### config.mk
export PLATFORM = sky130hd
export DESIGN_NAME = ai_accel_top
export DESIGN_NICKNAME = d
export VERILOG_FILES = /design/src/ai_accel_pkg.sv /design/src/operand_buffer.sv /design/src/accel_control.sv /design/src/mac_unit.sv /design/src/ai_accel_top.sv
export SDC_FILE = /design/constraint.sdc
export NUM_CORES = 2
export LEC_CHECK = 0
export BUFFER_PORTS_ARGS = -buffer_cell sky130_fd_sc_hd__buf_2
export CAP_MARGIN = 20
export CORE_ASPECT_RATIO = 0.6
export CORE_MARGIN = 2
export CORE_UTILIZATION = 35
export DETAILED_ROUTE_END_ITERATION = 10
export PLACE_DENSITY = 0.49
export SLEW_MARGIN = 25
export SYNTH_ARGS = -nofsm -noshare
export SYNTH_HDL_FRONTEND = slang
export SYNTH_HIERARCHICAL = 1
export SYNTH_SLANG_ARGS = --single-unit
### constraint.sdc
create_clock -name clk_i -period 12.59 [get_ports clk_i]
set_input_delay 2.518 -clock clk_i [delete_from_list [all_inputs] [get_ports clk_i]]
set_output_delay 2.518 -clock clk_i [all_outputs]
set_load 0.02 [all_outputs]
### src/ai_accel_pkg.sv
// Command opcodes and data width shared by the accelerator RTL and its testbench.
package ai_accel_pkg;

    // Width of every operand, product and accumulated result.
    parameter int DATA_W = 32;

    // Opcodes the host drives on cmd_i. A command takes effect only while start_i is high.
    typedef enum logic [2:0] {
        CMD_NOP     = 3'd0, // Idle. done_o stays high.
        CMD_LOAD_W  = 3'd1, // Write one or two weights.
        CMD_CLEAR_W = 3'd2, // Zero the weight buffer and its pointers.
        CMD_LOAD_X  = 3'd3, // Write one or two inputs.
        CMD_CLEAR_X = 3'd4, // Zero the input buffer and its pointers.
        CMD_RUN     = 3'd5  // Stream both buffers through the MAC.
    } accel_cmd_e;

endpackage

### src/operand_buffer.sv
// Circular operand store that takes one or two words per cycle and feeds one word per read to the MAC.
`timescale 1ns/10ps

module operand_buffer #(
    parameter int DEPTH = 16
) (
    input  logic                            clk_i,
    input  logic                            rst_i,
    input  logic                            clear_i,
    input  logic                            write1_en_i,
    input  logic                            write2_en_i,
    input  logic [ai_accel_pkg::DATA_W-1:0] write1_data_i,
    input  logic [ai_accel_pkg::DATA_W-1:0] write2_data_i,
    input  logic                            read_en_i,
    output logic [ai_accel_pkg::DATA_W-1:0] read_data_o
);
    import ai_accel_pkg::*;

    localparam int PTR_W = $clog2(DEPTH);

    logic [DATA_W-1:0] mem [DEPTH];
    logic [PTR_W-1:0]  wr_ptr;
    logic [PTR_W-1:0]  rd_ptr;
    logic [PTR_W-1:0]  wr_ptr_next; // Slot that takes the second word of a pair.

    assign wr_ptr_next = wr_ptr + PTR_W'(1);

    // Reads are combinational so the MAC sees the entry in the same cycle.
    assign read_data_o = mem[rd_ptr];

    always_ff @(posedge clk_i) begin
        if (rst_i || clear_i) begin
            wr_ptr <= '0;
            rd_ptr <= '0;
            for (int i = 0; i < DEPTH; i++) begin
                mem[i] <= '0;
            end
        end else begin
            if (write1_en_i) begin
                mem[wr_ptr] <= write1_data_i;
                if (write2_en_i) begin
                    mem[wr_ptr_next] <= write2_data_i;
                    wr_ptr           <= wr_ptr + PTR_W'(2); // Pair load.
                end else begin
                    wr_ptr <= wr_ptr_next;
                end
            end
            // Pointers are log2(DEPTH) wide, so both wrap modulo DEPTH on their own.
            if (read_en_i) begin
                rd_ptr <= rd_ptr + PTR_W'(1);
            end
        end
    end

endmodule

### src/accel_control.sv
// Command decoder that turns cmd_i and start_i into buffer strobes and times the RUN sequence.
`timescale 1ns/10ps

module accel_control #(
    parameter int DEPTH = 16
) (
    input  logic                     clk_i,
    input  logic                     rst_i,
    input  ai_accel_pkg::accel_cmd_e cmd_i,
    input  logic                     start_i,
    input  logic                     rs2_en_i,
    output logic                     done_o,
    output logic                     write1_x_o,
    output logic                     write2_x_o,
    output logic                     write1_w_o,
    output logic                     write2_w_o,
    output logic                     clear_x_o,
    output logic                     clear_w_o,
    output logic                     read_en_o,
    output logic                     acc_clear_o
);
    import ai_accel_pkg::*;

    localparam int PTR_W = $clog2(DEPTH);

    logic [PTR_W-1:0] run_cnt;
    logic             run_last;

    // The counter follows cmd_i alone, so start_i only qualifies the reads.
    always_ff @(posedge clk_i) begin
        if (rst_i) begin
            run_cnt <= '0;
        end else if (cmd_i == CMD_RUN) begin
            run_cnt <= run_cnt + PTR_W'(1);
        end else begin
            run_cnt <= '0;
        end
    end

    assign run_last = (run_cnt == PTR_W'(DEPTH - 1));
    assign done_o   = (cmd_i != CMD_RUN) || run_last;

    always_comb begin
        write1_x_o = 1'b0;
        write2_x_o = 1'b0;
        write1_w_o = 1'b0;
        write2_w_o = 1'b0;
        clear_x_o  = 1'b0;
        clear_w_o  = 1'b0;
        read_en_o  = 1'b0;
        if (start_i) begin
            case (cmd_i)
                CMD_LOAD_W: begin
                    write1_w_o = 1'b1;
                    write2_w_o = rs2_en_i; // Second word rides on rs2.
                end
                CMD_CLEAR_W: clear_w_o = 1'b1;
                CMD_LOAD_X: begin
                    write1_x_o = 1'b1;
                    write2_x_o = rs2_en_i;
                end
                CMD_CLEAR_X: clear_x_o = 1'b1;
                CMD_RUN:     read_en_o = 1'b1;
                default:     ;
            endcase
        end
    end

    // The first read of a run restarts the accumulator.
    assign acc_clear_o = read_en_o && (run_cnt == '0);

endmodule

### src/mac_unit.sv
// Multiply-accumulate stage that sums the products of the input and weight streams during RUN.
`timescale 1ns/10ps

module mac_unit (
    input  logic                            clk_i,
    input  logic                            rst_i,
    input  logic                            en_i,
    input  logic                            clear_i,
    input  logic [ai_accel_pkg::DATA_W-1:0] a_i,
    input  logic [ai_accel_pkg::DATA_W-1:0] b_i,
    output logic [ai_accel_pkg::DATA_W-1:0] acc_o
);
    import ai_accel_pkg::*;

    logic [2*DATA_W-1:0] product_full;
    logic [DATA_W-1:0]   product;
    logic [DATA_W-1:0]   acc;

    // Operands are unsigned and only the low word of each product is kept.
    assign product_full = a_i * b_i;
    assign product      = product_full[DATA_W-1:0];

    always_ff @(posedge clk_i) begin
        if (rst_i) begin
            acc <= '0;
        end else if (en_i) begin
            if (clear_i) begin
                acc <= product; // First pair of a run.
            end else begin
                acc <= acc + product; // Sum wraps at DATA_W bits.
            end
        end
    end

    // The accumulator holds its value between runs, so it doubles as the result register.
    assign acc_o = acc;

endmodule

### src/ai_accel_top.sv
// Top level of the dot-product accelerator, wiring control, the two operand buffers and the MAC.
`timescale 1ns/10ps

module ai_accel_top #(
    parameter int DEPTH = 16
) (
    input  logic                            clk_i,
    input  logic                            rst_i,
    input  ai_accel_pkg::accel_cmd_e        cmd_i,
    input  logic                            start_i,
    input  logic                            rs2_en_i,
    input  logic [ai_accel_pkg::DATA_W-1:0] value1_i,
    input  logic [ai_accel_pkg::DATA_W-1:0] value2_i,
    output logic                            done_o,
    output logic [ai_accel_pkg::DATA_W-1:0] result_o
);
    import ai_accel_pkg::*;

    logic              write1_x;
    logic              write2_x;
    logic              write1_w;
    logic              write2_w;
    logic              clear_x;
    logic              clear_w;
    logic              read_en;
    logic              acc_clear;
    logic [DATA_W-1:0] x_data;
    logic [DATA_W-1:0] w_data;

    accel_control #(
        .DEPTH (DEPTH)
    ) i_control (
        .clk_i       (clk_i),
        .rst_i       (rst_i),
        .cmd_i       (cmd_i),
        .start_i     (start_i),
        .rs2_en_i    (rs2_en_i),
        .done_o      (done_o),
        .write1_x_o  (write1_x),
        .write2_x_o  (write2_x),
        .write1_w_o  (write1_w),
        .write2_w_o  (write2_w),
        .clear_x_o   (clear_x),
        .clear_w_o   (clear_w),
        .read_en_o   (read_en),
        .acc_clear_o (acc_clear)
    );

    // Both buffers see the same load data; the strobes pick the target.
    operand_buffer #(
        .DEPTH (DEPTH)
    ) i_x_buf (
        .clk_i         (clk_i),
        .rst_i         (rst_i),
        .clear_i       (clear_x),
        .write1_en_i   (write1_x),
        .write2_en_i   (write2_x),
        .write1_data_i (value1_i),
        .write2_data_i (value2_i),
        .read_en_i     (read_en),
        .read_data_o   (x_data)
    );

    operand_buffer #(
        .DEPTH (DEPTH)
    ) i_w_buf (
        .clk_i         (clk_i),
        .rst_i         (rst_i),
        .clear_i       (clear_w),
        .write1_en_i   (write1_w),
        .write2_en_i   (write2_w),
        .write1_data_i (value1_i),
        .write2_data_i (value2_i),
        .read_en_i     (read_en),
        .read_data_o   (w_data)
    );

    mac_unit i_mac (
        .clk_i   (clk_i),
        .rst_i   (rst_i),
        .en_i    (read_en),
        .clear_i (acc_clear),
        .a_i     (x_data),
        .b_i     (w_data),
        .acc_o   (result_o)
    );

endmodule

Word level (Yosys, flattened, before mapping)
Memory sizes are Yosys's and may differ from the RTL's. A register that Yosys moved wholly into a read port is not among the register bits.
Index checks and enable logic that the tools add are counted.
- register bits after elaboration: 52
- bits in writable memories: 1024
- bits of input ports: 71
- output and inout port bits: 33
- word-level logic and storage cells: 86
- memories: 2
- add/subtract/negate cells: 8
- $mul: 1
- equality and inequality tests: 7
- muxes and demuxes: 51
- bitwise logic cells: 1
- reductions and logical operators: 10
- memory list (name ; words ; width ; read ports ; clocked after Yosys merged registers in ; wr ports ; line ; RTL):
    i_w_buf.mem ; 16 ; 32 ; 1 ; 1 ; 16 ; operand_buffer.sv:21 ; logic [DATA_W-1:0] mem [DEPTH];
    i_x_buf.mem ; 16 ; 32 ; 1 ; 1 ; 16 ; operand_buffer.sv:21 ;
- operator list (kind ; count):
    32-bit two-way mux ; 5
    32-bit OR reduction ; 4
    4-bit two-way mux ; 10
    1-bit two-way mux ; 36
    32-bit adder ; 1
    32-bit by 32-bit multiplier with 32-bit output ; 1
    4-bit by 1-bit adder with 4-bit output, second input constant ; 5
    4-bit by 2-bit adder with 4-bit output, second input constant ; 2
    3-bit by 2-bit == test with 1-bit output, second input constant ; 2
    3-bit == test, second input constant ; 2
    4-bit == test, second input constant ; 1
    4-bit logical NOT ; 1
    3-bit by 1-bit == test with 1-bit output, second input constant ; 1
    1-bit logical OR ; 3
    3-bit inequality test, second input constant ; 1
    2-bit OR reduction ; 1
    1-bit logical AND ; 1
    1-bit inverter ; 1

Longest topological paths before layout
- depth after elaboration: 9
- depth in mapped cells: 43
- depth with buffers taken out: 39

By module
Netlist, hierarchy kept.
- by module, submodules not included (module ; times used ; cells each ; area an instance (um^2) ; seq. area each (um^2)):
    operand_buffer (i_w_buf) ; 1 ; 2244 ; 27451.3 ; 15615.0
    operand_buffer (i_x_buf) ; 1 ; 2245 ; 27432.6 ; 15615.0
    mac_unit ; 1 ; 2120 ; 18586.6 ; 640.6
    accel_control ; 1 ; 32 ; 267.8 ; 80.1

Least setup slack after synthesis
Ideal clock, no wire load.
- path type: register to register
- from: register (tool-made name)
- to: register i_mac.acc[31] (netlist: i_mac/acc_o[31])
- setup time: 0.128 ns
- arrival time: 10.130 ns
- required time: 12.462 ns
- slack: 2.333 ns
- stages on the path, launching flop included: 42
- buffers on the path: 5
- period minus slack after synthesis: 10.257 ns
- cell sequence: dfxtp_1 clkbuf_1 buf_2 mux4_2 a22oi_1 nand2_1 clkbuf_1 clkbuf_1 and2_1 fa_1 inv_1 fa_1 fa_1 fa_1 inv_1 fa_1 inv_1 fa_1 [6 not listed] o2111ai_1 a211oi_1 nor2_1 o21ai_0 a21oi_1 xnor2_1 ha_1 a21o_1 a21oi_1 nand2_1 a2bb2oi_1 o21a_1 a21oi_1 and4_1 a2111oi_2 mux4_2 a221oi_1 nor2_1
- RTL lines (item ; line ; RTL):
    end signal: assignment ; mac_unit.sv:28 ; acc <= product;
    end signal: assignment ; mac_unit.sv:30 ; acc <= acc + product;
    end: declaration ; mac_unit.sv:17 ; logic [DATA_W-1:0] acc;

==> results.py <==
metrics = {
    "run_status": {
        "status": "complete, no violations",
    },
    "synth": {
        "yosysWarnings": 6,
        "synth_edf_count": 1024,
        "synth_seq_cells": 1084,
        "ys_top_cells_by_area": "edfxtp_1, fa_1, mux4_2",
        "ys_types": 82,
        "synth_cells": 6641,
        "synth_seq_area_share_pct": 43.33,
        "syn-num-nets": 7291,
        "synth_area_sq_um": 73740,
        "async_reset_ff_share_pct": 0,
        "syn_area_per_cell_sq_um": 11.10,
        "ys.flop_type": "edfxtp_1",
        "synth_top_area_share_pct": 41.70,
        "synth.largest_area_cell": "edfxtp_1",
    },
    "floorplan": {
        "coreArea_sq_um": 209300,
        "rows": 130,
        "ioPinCount": 104,
        "die-area_sq_um": 214500,
        "die_height_microns": 359.5,
        "die_w_microns": 596.6,
        "initial_core_util_pct": 35.22,
    },
    "finish": {
        "drive_gt1_share_pct": 13.51,
        "stdcell_area_sq_um": 79550,
        "n_fill_cell": 20110,
        "layout_common_cells": "nand2_1, edfxtp_1, a32o_1",
        "final_common_cell": "nand2_1",
        "syn2layout_area_growth_pct": 7.887,
        "finalNonFillerCells": 9102,
        "nets": 6881,
        "final_core_util_pct": 38.00,
    },
    "pwr": {
        "p_per_area_nw_per_um2": 143.9,
        "ir_drop_mv": 0.2977,
        "p_leak_nw": 28.50,
    },
    "route": {
        "vias_per_cell": 6.162,
        "drc": 0,
        "antenna_left": 0,
        "first_pass_iters": 8,
        "routed_wl_microns": 295100,
        "drtIter0Drc": 8381,
        "via_count": 56080,
        "route.detailed.wl_per_inst_microns": 32.43,
    },
    "setup_path": {
        "critical_path.top_delay_family": "adder cells",
        "crit_path_end_kind": "register",
        "critPathBufInv": 4,
        "crit_arrival_ns": 12.42,
        "critPathMaxFanout": 23,
        "cp_slowest_stage_delay_ns": 0.79,
        "cpMaxStageDelayCell": "a22oi_1",
        "worstPathRequired_ns": 13.18,
        "setup.worst_path.start_class": "register",
        "cpMostUsedCell": "fa_1",
        "path_class": "register to register",
    },
    "grt": {
        "grt_pass1_vias": 54720,
        "grt_max_degree": 81,
        "grt-ovfl-total": 0,
        "antenna_found_initial": 32,
        "grt_use_met3_pct": 7.890,
        "grtUsageTotal_pct": 27.12,
        "grt_pass1_wl_microns": 422400,
        "top_usage_layer": "met1",
        "met1_usage_pct": 40.96,
        "use_met2_pct": 37.54,
    },
    "clocking": {
        "cts_htree_levels": 3,
        "cts_buffers": 105,
        "cts_tree": "built",
        "root_buffer": "clkbuf_16",
        "insertion_delay_ns": 0.76,
        "cts.sinks": 1084,
        "cts_buffer_depth": 3,
        "cts_hold_buffers": 0,
        "path_clk_slew_ns": 0.09,
    },
    "timing": {
        "maxSlewViolCount": 0,
        "worstMarginPinSlew_ns": 1.152,
        "rsz0062_at_grt": "no",
        "finalWorstSetupSlack_ns": 0.7592,
        "hold_viol": 0,
        "final.setup.tns_ns": 0,
        "clock_skew_ns": 0.06942,
        "setup_viol": 0,
        "worst_slew_margin_rel_pct": 23.23,
        "post-route-min-period_ns": 11.83,
        "finalCritPeriodShare_pct": 93.97,
        "fmax_ghz": 0.08453,
    },
    "placed_design": {
        "io_buffers": 103,
        "dp_slack_ns": 0.6372,
        "place_hpwl_microns": 179000,
        "gp_congestion": 0.8531,
        "dp_cells": 8894,
        "place_area_sq_um": 76090,
    },
    "job": {
        "cap_violations": 0,
    },
    "worst_hold_path": {
        "hold_path_class": "register to register",
    },
}
## cells by family (layout without fill, tap and decap cells)
| group | count (synthesis) | in the layout | synth area share (%) |
|---|---|---|---|
| flops | 1084 | 1084 | 43.33 |
| buf+inv | 1258 | 936 | 7.113 |
| fa+ha+maj | 579 | 579 | 13.99 |
| mux | 267 | 267 | 7.987 |
| other cells | 0 | 11 | 0 |
| xor+xnor | 123 | 123 | 1.461 |
| simple gates | 1927 | 1927 | 11.96 |
| compound gates | 1403 | 1403 | 14.16 |
## per-layer routing
metal / routed length, microns / share of wire [%] / up-vias
met3: 38250 / 13 / 474
li1: - / - / 23100
met1: 129200 / 44 / 28700
met4: 8551 / 2.9 / 10
met2: 119000 / 40 / 3798
met5: 74 / 0.025 / -
## cell usage after synthesis, types with 131 or more instances
| master | instances |
|---|---|
| nand2_1 | 1124 |
| edfxtp_1 | 1024 |
| a32o_1 | 513 |
| o21ai_0 | 436 |
| inv_1 | 426 |
| clkbuf_1 | 421 |
| fa_1 | 409 |
| and2_1 | 295 |
| nand3_1 | 265 |
| mux4_2 | 257 |
| buf_2 | 181 |
| ha_1 | 170 |
| buf_1 | 134 |
| a22oi_1 | 131 |
## path summary, 6_finish.rpt
kind / cells past startpoint / slack, ns / endpoint / startpoint
worst min-delay path: 1 / 0.47 / i_control/run_cnt[0] / i_control/run_cnt[0]
worst max-delay path: 35 / 0.76 / i_mac/acc_o[31] / register
worst max register to register: 35 / 0.76 / i_mac/acc_o[31] / register
worst min register to register: 1 / 0.47 / i_control/run_cnt[0] / i_control/run_cnt[0]
## registers in the layout, summed over array words and instances, names as in the netlist, named ones only
register           count
i_w_buf/wr_ptr         4
i_x_buf/mem          512
i_w_buf/mem          512
i_w_buf/rd_ptr         4
i_control/run_cnt      4
i_x_buf/rd_ptr         4
i_mac/acc_o           32
i_x_buf/wr_ptr         4
## power breakdown
group / internal, mW / switching, mW
registers: 4.08 / 0.0520
logic: 1.49 / 2.56
clock network: 1.71 / 1.56
total: 7.27 / 4.17
## cell type report
class | count | area, sq um | share of cell area (%)
multi-input combinational | 4299 | 36920 | 46.41
tap | 2772 | 3468 | 4.360
clock inverter | 65 | 598.1 | 0.7518
antenna | 11 | 27.53 | 0.03460
clock buffer | 130 | 2784 | 3.499
timing repair buffer | 315 | 2190 | 2.752
sequential | 1084 | 31970 | 40.18
inverter | 426 | 1599 | 2.010
## per-stage QoR
| stage | total power [mW] | hold WS (ns) |
|---|---|---|
| after floorplan | 6.860 | 0.4296 |
| after global routing | 12.00 | 0.5111 |
| final | 11.45 | 0.4693 |
| after detailed placement | 8.138 | 0.4589 |
| after global placement | 8.117 | 0.4461 |
| after CTS | 11.39 | 0.4684 |
## repair_timing
item	in CTS	in global routing
setup endpoints to repair	0	1
setup buffers	0	1
gates resized for setup	0	2
Note: power is estimated with default switching activity, not from simulation.
